==> src/ui_pkg.sv <==
package ui_pkg;

	////////////////////////////////////////////////////////////////////////////
	// call states
	////////////////////////////////////////////////////////////////////////////
	typedef enum logic [2:0] {
		idle       = 3'd0,	// no call in progress
		incoming   = 3'd1,	// node is being called
		outgoing   = 3'd2,	// node is calling out
		busy       = 3'd3,	// call connected
		initialize = 3'd5	// waiting for network init, code 4 stays free
	} call_state_t;

	////////////////////////////////////////////////////////////////////////////
	// menu items, codes match the display firmware
	////////////////////////////////////////////////////////////////////////////
	typedef enum logic [5:0] {
		call_number  = 6'd0,	// main menu ring
		volume       = 6'd1,
		get_num      = 6'd3,
		set_time     = 6'd4,
		dialing      = 6'd7,	// switches are the called address
		change_vol   = 6'd8,	// pending volume shown here
		def_incoming = 6'd32,	// incoming ring
		accept       = 6'd33,
		reject       = 6'd34,
		def_outgoing = 6'd36,	// outgoing toggle pair
		end_call     = 6'd37,
		def_busy     = 6'd38,	// busy ring
		end_call_b   = 6'd39,
		set_volume   = 6'd40,
		def_welcome  = 6'd50,	// default screens
		def_init     = 6'd51,
		def_sys      = 6'd53
	} menu_item_t;

	// ui -> application layer
	typedef enum logic [2:0] {
		cmd_init    = 3'd0,
		make_call   = 3'd1,
		stop_call   = 3'd2,
		accept_call = 3'd3
	} ui_cmd_t;

	// application layer -> ui
	typedef enum logic [2:0] {
		sts_none      = 3'd0,
		connected     = 3'd1,
		failed        = 3'd4,	// dropped or never went through
		incoming_call = 3'd5,
		call_ended    = 3'd6
	} app_status_t;

	// one-hot at most, single cycle
	typedef struct packed {
		logic up;
		logic down;
		logic select;	// enter or right
		logic left;
	} key_event_t;

	////////////////////////////////////////////////////////////////////////////
	// text rom
	////////////////////////////////////////////////////////////////////////////
	localparam int TEXT_ADDR_W = 11;

	typedef struct packed {
		logic [TEXT_ADDR_W-1:0] addr;	// first character
		logic [TEXT_ADDR_W-1:0] len;	// characters to scroll
		logic                   has_text;
	} text_ref_t;

	localparam logic [TEXT_ADDR_W-1:0] init_text_addr = 11'd0;	// "press enter..." banner
	localparam logic [TEXT_ADDR_W-1:0] init_text_len = 11'd45;
	localparam text_ref_t no_text = '0;

	function automatic text_ref_t text_entry(input logic [TEXT_ADDR_W-1:0] addr,
			input logic [TEXT_ADDR_W-1:0] len);
		text_entry = '{addr: addr, len: len, has_text: 1'b1};
	endfunction

endpackage

==> src/key_sampler.sv <==
`timescale 1ns/10ps

module key_sampler import ui_pkg::*; #(
	parameter int NUM_W = 8	// switch width of the node
) (
	input  logic       clk,
	input  logic       reset,
	input  logic       enter,
	input  logic       up,
	input  logic       down,
	input  logic       left,
	input  logic       right,
	output key_event_t key_evt
);

	logic [4:0] btn_in;	// 0 up, 1 down, 2 enter, 3 right, 4 left
	logic [4:0] btn_cur;	// sample at edge k
	logic [4:0] btn_prev;	// sample at edge k-1
	logic [4:0] rise;

	assign btn_in = {left, right, enter, down, up};
	assign rise = btn_cur & ~btn_prev;	// low then high, held button counts once

	always_ff @(posedge clk) begin
		if (reset) begin
			btn_cur <= '0;
			btn_prev <= '0;
			key_evt <= '0;
		end else begin
			btn_cur <= btn_in;
			btn_prev <= btn_cur;
			key_evt <= '0;	// pulse by default
			// priority up, down, select, left
			if (rise[0])
				key_evt.up <= 1'b1;
			else if (rise[1])
				key_evt.down <= 1'b1;
			else if (rise[2] || rise[3])	// enter and right are the same key
				key_evt.select <= 1'b1;
			else if (rise[4])
				key_evt.left <= 1'b1;
		end
	end

endmodule

==> src/call_menu_fsm.sv <==
`timescale 1ns/10ps

module call_menu_fsm import ui_pkg::*; #(
	parameter int NUM_W = 8,
	parameter int VOL_W = 5
) (
	input  logic             clk,
	input  logic             reset,
	input  key_event_t       key_evt,
	input  logic [NUM_W-1:0] switches,
	input  app_status_t      inc_command,
	output call_state_t      state,
	output menu_item_t       menu_item,
	output ui_cmd_t          command,
	output logic [NUM_W-1:0] address,
	output logic [VOL_W-1:0] headphone_volume
);

	localparam logic [VOL_W-1:0] vol_max = '1;
	localparam logic [VOL_W-1:0] vol_mid = {1'b1, {(VOL_W-1){1'b0}}};	// 16 at 5 bits

	logic [VOL_W-1:0] vol_pending;	// shown while in change_vol
	logic             any_key;
	menu_item_t       vol_home;	// where the volume screen returns to

	assign any_key = |key_evt;
	assign vol_home = (state == busy) ? set_volume : volume;

	always_ff @(posedge clk) begin
		if (reset) begin
			state <= initialize;
			menu_item <= def_init;
			command <= cmd_init;
			address <= '0;
			headphone_volume <= vol_mid;
			vol_pending <= vol_mid;
		end else if (any_key) begin	// keys win over status
			if (menu_item == change_vol) begin
				////////////////////////////////////////////////////////////////////////////
				// volume adjust, shared by idle and busy
				////////////////////////////////////////////////////////////////////////////
				if (key_evt.up && vol_pending != vol_max)
					vol_pending <= vol_pending + 1'b1;	// saturate high
				else if (key_evt.down && vol_pending != '0)
					vol_pending <= vol_pending - 1'b1;	// saturate low
				else if (key_evt.select) begin
					headphone_volume <= vol_pending;	// commit
					menu_item <= vol_home;
				end else if (key_evt.left)
					menu_item <= vol_home;	// discard pending
			end else begin
				case (state)
					initialize: begin
						if (key_evt.select) begin
							state <= idle;
							menu_item <= def_welcome;
						end
					end
					idle: begin
						if (key_evt.up) begin
							case (menu_item)	// ring steps backwards
								call_number: menu_item <= set_time;
								volume:      menu_item <= call_number;
								get_num:     menu_item <= volume;	// voicemail slot hidden
								set_time:    menu_item <= get_num;
								default: ;
							endcase
						end else if (key_evt.down) begin
							case (menu_item)
								call_number: menu_item <= volume;
								volume:      menu_item <= get_num;
								get_num:     menu_item <= set_time;
								set_time:    menu_item <= call_number;
								default: ;
							endcase
						end else if (key_evt.select) begin
							case (menu_item)
								def_welcome, def_sys: menu_item <= call_number;
								call_number: menu_item <= dialing;
								volume: begin
									vol_pending <= headphone_volume;
									menu_item <= change_vol;
								end
								dialing: begin	// place the call
									address <= switches;
									command <= make_call;
									state <= outgoing;
									menu_item <= def_outgoing;
								end
								default: ;	// get_num, set_time have no sub screen
							endcase
						end else begin	// left
							case (menu_item)
								call_number, volume, get_num, set_time: menu_item <= def_sys;
								dialing: menu_item <= call_number;
								default: ;
							endcase
						end
					end
					outgoing: begin
						if (key_evt.up || key_evt.down)	// two items, just toggle
							menu_item <= (menu_item == end_call) ? def_outgoing : end_call;
						else if (key_evt.select && menu_item == end_call)
							command <= stop_call;
					end
					incoming: begin
						if (key_evt.up) begin
							case (menu_item)
								def_incoming: menu_item <= reject;
								accept:       menu_item <= def_incoming;
								reject:       menu_item <= accept;
								default: ;
							endcase
						end else if (key_evt.down) begin
							case (menu_item)
								def_incoming: menu_item <= accept;
								accept:       menu_item <= reject;
								reject:       menu_item <= def_incoming;
								default: ;
							endcase
						end else if (key_evt.select) begin
							case (menu_item)
								def_incoming, accept: command <= accept_call;
								reject: command <= stop_call;
								default: ;
							endcase
						end
					end
					busy: begin
						if (key_evt.up) begin
							case (menu_item)
								def_busy:   menu_item <= set_volume;
								end_call_b: menu_item <= def_busy;
								set_volume: menu_item <= end_call_b;
								default: ;
							endcase
						end else if (key_evt.down) begin
							case (menu_item)
								def_busy:   menu_item <= end_call_b;
								end_call_b: menu_item <= set_volume;
								set_volume: menu_item <= def_busy;
								default: ;
							endcase
						end else if (key_evt.select) begin
							if (menu_item == end_call_b)
								command <= stop_call;
							else if (menu_item == set_volume) begin
								vol_pending <= headphone_volume;
								menu_item <= change_vol;
							end
						end
					end
					default: ;
				endcase
			end
		end else begin
			////////////////////////////////////////////////////////////////////////////
			// application layer status, no key this cycle
			////////////////////////////////////////////////////////////////////////////
			case (state)
				idle: begin
					if (inc_command == incoming_call) begin
						state <= incoming;
						menu_item <= def_incoming;
					end
				end
				outgoing, incoming: begin
					if (inc_command == connected) begin
						state <= busy;
						menu_item <= def_busy;
					end else if (inc_command == call_ended ||
							(inc_command == failed && state == outgoing)) begin
						state <= idle;	// failed only counts while dialing out
						menu_item <= def_sys;
					end
				end
				busy: begin
					if (inc_command == call_ended) begin
						state <= idle;
						menu_item <= def_sys;
					end
				end
				default: ;
			endcase
		end
	end

endmodule

==> src/menu_text_rom.sv <==
`timescale 1ns/10ps

module menu_text_rom import ui_pkg::*; (
	input  logic                   clk,
	input  logic                   reset,
	input  menu_item_t             menu_item,
	output logic [TEXT_ADDR_W-1:0] text_addr,
	output logic [TEXT_ADDR_W-1:0] text_len,
	output logic                   text_start	// one cycle, kicks the scroller
);

	menu_item_t item_prev;
	text_ref_t  item_ref;

	// address and length of each screen in the text rom
	function automatic text_ref_t text_lookup(input menu_item_t item);
		case (item)
			def_init:             text_lookup = text_entry(init_text_addr, init_text_len);
			def_welcome:          text_lookup = text_entry(11'd72, 11'd7);	// welcome
			call_number:          text_lookup = text_entry(11'd80, 11'd11);
			volume, set_volume:   text_lookup = text_entry(11'd92, 11'd20);
			set_time:             text_lookup = text_entry(11'd452, 11'd15);
			get_num:              text_lookup = text_entry(11'd468, 11'd21);
			def_incoming:         text_lookup = text_entry(11'd361, 11'd13);
			accept:               text_lookup = text_entry(11'd375, 11'd20);
			reject:               text_lookup = text_entry(11'd396, 11'd20);
			def_outgoing:         text_lookup = text_entry(11'd435, 11'd7);	// calling
			end_call, end_call_b: text_lookup = text_entry(11'd443, 11'd8);	// shared string
			def_busy:             text_lookup = text_entry(11'd490, 11'd12);
			default:              text_lookup = no_text;	// dialing, change_vol, def_sys
		endcase
	endfunction

	assign item_ref = text_lookup(menu_item);

	////////////////////////////////////////////////////////////////////////////
	// load on change, screens without text keep the old string
	////////////////////////////////////////////////////////////////////////////
	always_ff @(posedge clk) begin
		if (reset) begin
			item_prev <= def_init;	// matches fsm reset, so no pulse
			text_addr <= init_text_addr;
			text_len <= init_text_len;
			text_start <= 1'b0;
		end else begin
			item_prev <= menu_item;
			text_start <= 1'b0;
			if (menu_item != item_prev && item_ref.has_text) begin
				text_addr <= item_ref.addr;
				text_len <= item_ref.len;
				text_start <= 1'b1;
			end
		end
	end

endmodule

==> src/user_interface.sv <==
`timescale 1ns/10ps

module user_interface import ui_pkg::*; #(
	parameter int NUM_W = 8,	// switch and address width
	parameter int VOL_W = 5	// headphone volume width
) (
	input  logic                   clk,
	input  logic                   reset,
	input  logic                   enter,
	input  logic                   up,
	input  logic                   down,
	input  logic                   left,
	input  logic                   right,
	input  logic [NUM_W-1:0]       switches,
	input  app_status_t            inc_command,
	output call_state_t            current_state,
	output menu_item_t             current_menu_item,
	output ui_cmd_t                command,
	output logic [NUM_W-1:0]       address,
	output logic [VOL_W-1:0]       headphone_volume,
	output logic [TEXT_ADDR_W-1:0] text_addr,
	output logic [TEXT_ADDR_W-1:0] text_len,
	output logic                   text_start
);

	key_event_t key_evt;	// stage 1 -> 2

	key_sampler #(.NUM_W(NUM_W)) u_key_sampler (
		.clk(clk), .reset(reset), .enter(enter), .up(up), .down(down),
		.left(left), .right(right), .key_evt(key_evt)
	);

	call_menu_fsm #(.NUM_W(NUM_W), .VOL_W(VOL_W)) u_call_menu_fsm (
		.clk(clk), .reset(reset), .key_evt(key_evt), .switches(switches),
		.inc_command(inc_command), .state(current_state), .menu_item(current_menu_item),
		.command(command), .address(address), .headphone_volume(headphone_volume)
	);

	// stage 3 reads the menu item straight off the output
	menu_text_rom u_menu_text_rom (
		.clk(clk), .reset(reset), .menu_item(current_menu_item),
		.text_addr(text_addr), .text_len(text_len), .text_start(text_start)
	);

endmodule

==> config.mk <==
export PLATFORM = sky130hd
export DESIGN_NAME = user_interface
export DESIGN_NICKNAME = d
export VERILOG_FILES = /design/src/ui_pkg.sv /design/src/key_sampler.sv /design/src/call_menu_fsm.sv /design/src/menu_text_rom.sv /design/src/user_interface.sv
export SDC_FILE = /design/constraint.sdc
export NUM_CORES = 1
export LEC_CHECK = 0
export BUFFER_PORTS_ARGS = -buffer_cell sky130_fd_sc_hd__buf_2
export CAP_MARGIN = 5
export CELL_PAD_IN_SITES_DETAIL_PLACEMENT = 0
export CELL_PAD_IN_SITES_GLOBAL_PLACEMENT = 1
export CORE_ASPECT_RATIO = 0.7
export CORE_MARGIN = 10
export CORE_UTILIZATION = 30
export DETAILED_ROUTE_END_ITERATION = 10
export HOLD_SLACK_MARGIN = 0.15
export PLACE_DENSITY = 0.58
export SYNTH_ARGS = -nofsm -noshare
export SYNTH_HDL_FRONTEND = slang
export SYNTH_SLANG_ARGS = --single-unit
==> constraint.sdc <==
create_clock -name clk -period 7.5 [get_ports clk]
set_input_delay 0.75 -clock clk [delete_from_list [all_inputs] [get_ports clk]]
set_output_delay 0.75 -clock clk [all_outputs]
set_load 0.01 [all_outputs]
---- Word level (Yosys, flattened, before mapping) ----
Memory sizes are Yosys's and may differ from the RTL's. A register that Yosys moved wholly into a read port is not among the register bits.
Index checks and enable logic that the tools add are counted.
W data, S select, Z words.
storage, ports and cells
  input port bits ......................... 18
  register bits after elaboration ......... 73
  logic and storage cells ................. 211
  ROM bits ................................ 1024
  memories ................................ 1
memories
  memory           depth  bits a word  read ports  clocked after memory_dff  wr ports  line                 RTL
  (no name shown)  64     16           1           1                         0         menu_text_rom.sv:17  case (item)
operators by class
  equality and inequality tests ........... 75
  $add $sub $neg .......................... 2
  mux-type cells .......................... 82
  reduce and logical (&&, ||, !) cells .... 28
  bitwise logic cells ..................... 7
operator list
  kind                  number
  $mux W6               25
  $pmux W6 S3           5
  $mux W3               24
  $pmux W6 S4           3
  $mux W5               12
  $eq A6 B6 Y1 const B  9
  $ne A3 B3 Y1 const B  15
  $pmux W6 S5           1
  $ne A2 B2 Y1 const B  13
  $ne A6 B6 Y1 const B  4
  $ne A8 B8 Y1 const B  3
  $ne A7 B7 Y1 const B  3
  $reduce_and A21 Y1    1
  $reduce_and A17 Y1    1
  $ne A3 B2 Y1 const B  5
  $eq A3 B3 Y1 const B  4
  $eq A6 B3 Y1 const B  2
  $ne A4 B4 Y1 const B  3
  $pmux W3 S2           2
  $pmux W3 S4           1
  $pmux W6 S2           1
  $reduce_and A12 Y1    1
  $reduce_or A4 Y1      3
  $reduce_and A11 Y1    1
  30 further kinds      52

---- Longest topological paths before layout ----
Gate-level depths: netlist of run 1.
  word-level depth ........................ 11
  gate-level depth with buffers ........... 16
  mapped depth without buffers ............ 11

---- Modules after synthesis ----
From an unflattened synthesis of run 1, not the netlist that was laid out.
unflattened totals
  cells, all modules ...................... 510
  area, all modules ....................... 4234.1 µm²
by module, submodules not included
  module         instances  cells an instance  area each (µm²)  seq. area each (µm²)
  call_menu_fsm  1          308                2311.0           580.6
  menu_text_rom  1          167                1497.7           440.4
  key_sampler    1          35                 425.4            280.3

---- Worst setup path after synthesis of run 1 ----
Ideal clock, no wire load.
  path kind ............................... input to register
  start ................................... input port inc_command[1]
  end ..................................... register, netlist name u_menu_text_rom.item_ref[18]
  path slack .............................. 3436 ps
  cell stages on the path ................. 13
  required time ........................... 7378 ps
  path buffers ............................ 3
  arrival time ............................ 3943 ps
  setup time .............................. 122 ps
  cells stage by stage .................... or3b_2 or2_2 a31oi_1 a21oi_1 or3_1 buf_4 buf_6 mux2i_1 inv_1 ha_1 buf_1 a221o_1 a221o_1
between the ends
  word-level cells in the longest chain between the ends .. 7
  elaborated cells on any way between the ends .. 15
  those cells by class .................... eq/ne: 7; mux: 5; reduce/logical: 3
RTL lines
  what                               line                  RTL
  start: declaration                 user_interface.sv:15  input app_status_t inc_command,
  $eq A3 B3 Y1                       call_menu_fsm.sv:172  (inc_command == failed && state == outgoing)) begin
  $logic_and A1 B1 Y1                call_menu_fsm.sv:172
  $logic_or A1 B1 Y1                 call_menu_fsm.sv:171  end else if (inc_command == call_ended ||
  $ne A4 B1 Y1 (no line)             -
  $reduce_and A21 Y1 (no line)       -
  $mux W6 (no line) * (2 in series)  -
Every way passes the cells marked *; elsewhere a longest branch is shown, timed or not.
A chain may end at the register's enable or synchronous reset.

---- Worst setup path in the final report of run 1 ----
  start ................................... register u_call_menu_fsm.menu_item[1]
  end ..................................... register, netlist name u_menu_text_rom.item_ref[18]
between the ends
  word-level cells in the longest chain between the ends .. 11
  elaborated cells on any way between the ends .. 57
  those cells by class .................... eq/ne: 31; mux: 22; reduce/logical: 4
RTL lines
  what                                                  line                                      RTL
  start: declaration                                    call_menu_fsm.sv:13                       output menu_item_t menu_item,
  start signal: assignment                              call_menu_fsm.sv:32                       menu_item <= def_init;
  start signal: assignment                              call_menu_fsm.sv:48                       menu_item <= vol_home;
  start signal: assignment                              call_menu_fsm.sv:50                       menu_item <= vol_home;
  $eq A6 B1 Y1 (tied with other cells)                  -
  $reduce_or A4 Y1 or $reduce_or A2 Y1 (tied branches)  call_menu_fsm.sv:93, call_menu_fsm.sv:77
  $pmux W6 S2 or $pmux W6 S4 (tied branches)            call_menu_fsm.sv:93, call_menu_fsm.sv:77
  $mux W6                                               call_menu_fsm.sv:76                       end else if (key_evt.select) begin
  $mux W6                                               call_menu_fsm.sv:68                       end else if (key_evt.down) begin
  $mux W6                                               call_menu_fsm.sv:60                       if (key_evt.up) begin
  $pmux W6 S5                                           call_menu_fsm.sv:52                       case (state)
  $mux W6                                               call_menu_fsm.sv:38                       if (menu_item == change_vol) begin
  $mux W6                                               call_menu_fsm.sv:37                       end else if (any_key) begin
  $mux W6 (no line) * (2 in series)                     -
Every way passes the cells marked *; elsewhere a longest branch is shown, timed or not. The select of a mux whose other input is x is not followed.

==> results of run 1 <==
==> through the flow <==
stage	std cells	power [uW]	cell area, um2	util, %	setup slack [ns]
after floorplan	530	711	4500	-	3.44
after global placement	741	793	4860	33.1	2.57
after detailed placement	741	790	4860	33.1	2.42
after CTS	757	1280	5180	35.3	2.40
after global routing	757	1330	5180	35.3	1.98
final	757	1260	5180	35.3	2.32
==> placed cells by master, fill, tap and decap left out, types with 13 or more instances in the layout <==
master / netlist / final
nor2b_1: 20 / 20
inv_1: 15 / 15
nor2_1: 53 / 53
nand2_1: 34 / 34
dfxtp_1: 81 / 81
nor3_1: 19 / 19
buf_2: 5 / 57
a31oi_1: 13 / 13
a21oi_1: 19 / 19
mux2i_1: 36 / 36
o21ai_0: 22 / 22
==> area by class of cell <==
cell class              instances  area (um2)  share of cell area [%]
clock buffers                  10         229                    4.42
inverters                      16        62.6                    1.21
multi-input cells             387        2610                    50.4
well taps                     195         244                    4.71
clock inverters                 6        91.3                    1.76
repair buffers                 62         323                    6.23
flip-flops and latches         81        1620                    31.3
==> sequential cells by signal, summed over array words and instances (netlist names) <==
name                              flops
u_menu_text_rom.text_addr             9
u_call_menu_fsm.command               2
u_call_menu_fsm.address               8
u_call_menu_fsm.menu_item             6
u_menu_text_rom.item_prev             6
u_call_menu_fsm.state                 3
u_call_menu_fsm.headphone_volume      5
u_menu_text_rom.text_len              6
u_key_sampler.btn_cur                 5
u_key_sampler.btn_prev                5
u_menu_text_rom.text_start            1
u_menu_text_rom.item_ref             16
u_call_menu_fsm.vol_pending           5
u_key_sampler.key_evt                 4
==> worst reg2reg max path, stage by stage (launching register included) <==
cell	delay, ns
dfxtp_1	0.55
or4b_1	0.76
nor3_2	0.58
nand3_1	0.23
a311o_1	0.42
or3_1	0.63
mux2i_1	0.52
inv_1	0.18
ha_1	0.34
nor3_1	0.45
a211oi_1	0.11
a221o_1	0.29
==> metal layers <==
metal | track usage (%) | wire length, um | vias up
met5 | 0 | 0 | -
met4 | 2.92 | 102 | 0
met3 | 4.50 | 1040 | 10
met2 | 17.9 | 5350 | 144
met1 | 19.2 | 6920 | 1870
li1 | - | - | 1956
==> worst max path at each step <==
stage | depth (start not counted) | end | from
after floorplan | 13 | u_menu_text_rom.item_ref[18] | inc_command[1]
after global placement | 11 | u_menu_text_rom.item_ref[3] | u_call_menu_fsm.menu_item[1]
after detailed placement | 11 | u_menu_text_rom.item_ref[3] | u_call_menu_fsm.menu_item[1]
after CTS | 11 | u_menu_text_rom.item_ref[18] | u_call_menu_fsm.menu_item[1]
after global routing | 11 | u_menu_text_rom.item_ref[18] | u_call_menu_fsm.menu_item[1]
final | 11 | u_menu_text_rom.item_ref[18] | u_call_menu_fsm.menu_item[1]
==> report_power, final <==
part | total, uW | internal (uW) | switching [uW]
Sequential | 508 | 468 | 40.1
Combinational | 275 | 115 | 160
Clock | 476 | 293 | 183
Total | 1260 | 876 | 384
==> cell families (layout without fill, tap and decap cells) <==
kind of cell / after synthesis / count (layout) / synth area share (%)
compound gates: 124 / 124 / 19.9
xor+xnor: 12 / 12 / 2.35
fa+ha+maj: 10 / 10 / 2.91
buf+inv: 62 / 94 / 6.32
flops: 81 / 81 / 36.2
mux: 42 / 42 / 9.79
other cells: 1 / 8 / 0.0838
simple gates: 191 / 191 / 22.4
==> run metrics, run 1 <==
Hold Slack 0.414 ns; CP cell instances or4b_1 > nor3_2 > nand3_1 > a311o_1 > or3_1 > mux2i_1 > inv_1 > ha_1 > nor3_1 > a211oi_1 > a221o_1; largest net degree at the start of global routing 58; reg2reg start u_call_menu_fsm.menu_item[1]; total setup buffers inserted after CTS 0; number of synthesized flops with an enable pin 0; die area 0.0203 mm2; TNS Setup 0 ns; Synth Register Bits 81; crit path max fanout 26; Post-DRT Antenna Nets 0; total core area 0.0147 mm2; dpl hpwl 9700 um; FF-to-FF path depth 11; Worst Clk Skew 0.00662 ns; Yosys warnings 0; slew margin rel. 29.5%; mean post-synth cell area 8.56 um2; Setup crit start kind flop; vias per inst 5.26; Iteration-0 DRC Markers 255; cell at the root of the clock tree clkbuf_16; CTS Buffer Depth 2; cell accounting for the most synthesized area dfxtp_1; Cell Area, Synth 0.00447 mm2; Starting Density 30.5%; hold buffers post-CTS 0; post_cts resized 0; most common cell in the netlist dfxtp_1; Clock Sinks 81; Worst Path Required 7.71 ns; top cells by count, synth 81 x dfxtp_1, 53 x nor2_1, 36 x mux2i_1; Hold Path Class reg -> reg; CTS Buf Count 9; global-route wire length before repair 21900 um; Area contributors post-synth dfxtp_1 36%, mux2i_1 8.1%, nor2_1 4.4%, nand2_1 2.9%, nor2b_1 2.8%; WHS Path Cells 1; sequential-to-total area share from yosys stat 36.2%; PD cells 243 mW/mm2; vias in the first global route 3876; Crit. End Element flop; Yosys top cell area share 36.2%; status finished, final reports clean; Slowest cell on crit path or4b_1; reg2reg end u_menu_text_rom.item_ref[18]; fmax 193 MHz; Max Cap Viol 0; DRC 0; Final nets 584; fin. max-slew vios 0; Leakage Power 0.00219 uW; Max VDD drop 117 uV; slowest stage delay, CP 0.76 ns; setup violators final 0; GP Congestion 0.866; Die H 122 um; RSZ-0062 raised after global routing false; row cnt 37; global route total overflow 0; Ant. Diodes 0; Distinct cells, synth 74; Worst-Skew Late Latency 0.33 ns; asr flop ratio synth 0%; # IOs 66; share of layout cells above drive strength 1 16.9%; Overall Global Routing Usage 13.2%; Final Hold Fails 0; Worst Hold End u_key_sampler.key_evt[3]; fillers 1556; initial antenna violation count 0; min-delay src u_key_sampler.btn_prev[0]; # H-tree levels 3; Post-Route WL 13400 um; CTS tree yes; Avg WL per Cell 17.7 um; DR vias 3980; fin crit share 69.0%; First-pass DRT Iterations 4; ys flop type dfxtp_1; Chip Width 166 um; kind of critical path reg -> reg; worst-margin pin slew 1.06 ns; critical path arrival 5.39 ns; CP top delay family simple AND/OR/NAND/NOR gates; R2R Setup Slk 2.32 ns; final worst path period need 5.18 ns; Reg clk slew, reported paths 0.07 ns; synthesized instance count 523; Worst Path Buf+Inv 1; Synth-to-Final Area Change 15.8%; buffers added on ports 57
Note: power is estimated with default switching activity, not from simulation.
==> inputs of run 2 (changes only) <==
PLACE_DENSITY = 0.6   (was 0.58)
clock period = 4.5 ns   (was 7.5 ns; I/O delays follow)
==> run 2 against run 1 <==
Total power is 73% higher. Clock skew is 0.00087 ns lower. Global-route usage is 0.22 points lower. Register-to-register slack worse by 1.9 ns. Hold slack worse by 0.097 ns. Utilization is 1.3 points higher. Fmax is 28% higher. Critical path type unchanged. Critical endpoint unchanged. Largest power group is now the clock network.
==> run metrics, run 2 (synthesis gave the netlist of run 1 again) <==
internal cell power 1550 uW (was 876 uW); Reg area 0.00162 mm2 (unchanged); PD cells 406 mW/mm2 (was 243 mW/mm2); RSZ-0062 raised after global routing false (unchanged); final worst path period need 4.06 ns (was 5.18 ns); Setup crit start kind flop (unchanged); placed cell count 763 (was 741); die area 0.0203 mm2 (unchanged); total setup buffers inserted after CTS 0 (unchanged); dpl hpwl 9800 um (was 9700 um); Flop pwr share 37.4% (was 40.3%); Hold Slack 0.317 ns (was 0.414 ns); Reg clk slew, reported paths 0.06 ns (was 0.07 ns); kind of critical path reg -> reg (unchanged); cell at the root of the clock tree clkbuf_16 (unchanged); Starting Density 30.5% (unchanged); Worst Clk Skew 0.00575 ns (was 0.00662 ns); # H-tree levels 3 (unchanged); CTS Buf Count 9 (unchanged); critical path arrival 4.34 ns (was 5.39 ns); Switching Share 29.0% (was 30.5%); largest net degree at the start of global routing 36 (was 58); hold buffers post-CTS 0 (unchanged); total core area 0.0147 mm2 (unchanged); fillers 1531 (was 1556); Max VDD drop 159 uV (was 117 uV); Psw 632 uW (was 384 uW); Avg WL per Cell 17.1 um (was 17.7 um); Synth-to-Final Area Change 20.0% (was 15.8%); fmax 246 MHz (was 193 MHz); fin. max-slew vios 0 (unchanged); # IOs 66 (unchanged); First-pass DRT Iterations 5 (was 4); Post-DRT Antenna Nets 0 (unchanged); buffers added on ports 57 (unchanged); global route total overflow 0 (unchanged); share of layout cells above drive strength 1 20.1% (was 16.9%); Worst Path Required 4.78 ns (was 7.71 ns); Chip Width 166 um (unchanged); combinational share of power 23.5% (was 21.8%); slew margin rel. 29.4% (was 29.5%); CTS Buffer Depth 2 (unchanged); row cnt 37 (unchanged); Hold Path Class in -> reg (was reg -> reg); met2 wire len 5100 um (was 5350 um); Iteration-0 DRC Markers 347 (was 255); CTS tree yes (unchanged); vias per inst 5.21 (was 5.26); cell area after layout 0.00537 mm2 (was 0.00518 mm2); Max Cap Viol 0 (unchanged); DR vias 4057 (was 3980); global-route wire length before repair 21300 um (was 21900 um); GP Congestion 0.905 (was 0.866); initial antenna violation count 0 (unchanged); Clock Sinks 81 (unchanged); Post-DP Area 0.00503 mm2 (was 0.00486 mm2); Final Hold Fails 0 (unchanged); Clock Power Share 39.0% (was 37.8%); Post-Route WL 13300 um (was 13400 um); DRC 0 (unchanged); Die H 122 um (unchanged); Max Used Layer met4 (unchanged); multi-input gate area in the final layout 0.00261 mm2 (unchanged); setup violators final 0 (unchanged); Finished Layout Cells 778 (was 757); Overall Global Routing Usage 12.9% (was 13.2%); vias in the first global route 3849 (was 3876); status finished, final reports clean (unchanged); Final nets 606 (was 584); commonest non-fill, non-tap cell in the layout dfxtp_1 (unchanged); Ant. Diodes 0 (unchanged); Leakage Power 0.00232 uW (was 0.00219 uW); most frequent cells in the layout 81 x dfxtp_1, 57 x buf_2, 53 x nor2_1 (unchanged); TNS Setup 0 ns (unchanged); Worst-Skew Late Latency 0.34 ns (was 0.33 ns); crit path max fanout 13 (was 26); worst-margin pin slew 1.06 ns (about the same); fin crit share 90.2% (was 69.0%); max reg flops 16 (unchanged); Crit. End Element flop (unchanged); post_cts resized 0 (unchanged); met1 WL 7000 um (was 6920 um); fin util 36.6% (was 35.3%); WL met3 1010 um (was 1040 um)
## run 2: cell types whose count changed in the layout (fill, tap and decap cells not counted)
cell | previous run | this run
clkbuf_8 | 0 | 1
bufinv_16 | 2 | 3
clkinvlp_4 | 3 | 0
clkbuf_1 | 1 | 0
inv_6 | 1 | 0
buf_4 | 5 | 27
clkinv_4 | 0 | 1
clkinv_2 | 0 | 1
## run 2: final timing paths
path	cells after the start	slack, ns	to	from
setup / recovery	12	0.44	u_menu_text_rom.item_ref[18]	u_call_menu_fsm.menu_item[3]
hold / removal	2	0.32	u_key_sampler.btn_cur[1]	down
setup reg to reg	12	0.44	u_menu_text_rom.item_ref[18]	u_call_menu_fsm.menu_item[3]
hold reg to reg	1	0.42	u_key_sampler.key_evt[3]	u_key_sampler.btn_prev[0]
## run 2: metrics by stage
step	worst slack [ns]	total power, uW
after detailed placement	0.528	1340
after floorplan	0.666	1180
after global placement	0.602	1350
after global routing	0.112	2290
final	0.441	2180
after CTS	0.495	2200
## run 2: worst max-delay path, cell delays in order, from the launching register on
cell and delay [ns]:
dfxtp_1 0.55, or4b_1 0.59, nor3_2 0.33, nand3_1 0.19, a311o_1 0.40, or3_1 0.38, o41a_1 0.45, inv_1 0.16
ha_1 0.19, buf_4 0.14, o21ai_0 0.08, a21boi_1 0.33, a221o_1 0.21
## run 2: power groups by stage
stage	Clock (uW)	Combinational (uW)	Sequential (uW)
CTS	872	510	816
detailed placement	0	508	831
global placement	0	515	831
floorplan	0	351	834
finish	850	512	815
global route	907	564	822
## run 2: routing by layer
layer | GRT usage (%) | vias up
met1 | 18.5 | 1902
met5 | 0 | -
li1 | - | 1988
met3 | 4.54 | 12
met2 | 17.5 | 155
met4 | 4.19 | 0
## run 2: layout make-up
cell class / instances / share of cell area (%)
Multi-Input combinational cell: 387 / 48.6
Clock inverter: 5 / 1.93
Clock buffer: 10 / 4.45
Sequential cell: 81 / 30.2
Tap cell: 195 / 4.54
Inverter: 16 / 1.17
Timing Repair Buffer: 84 / 9.09
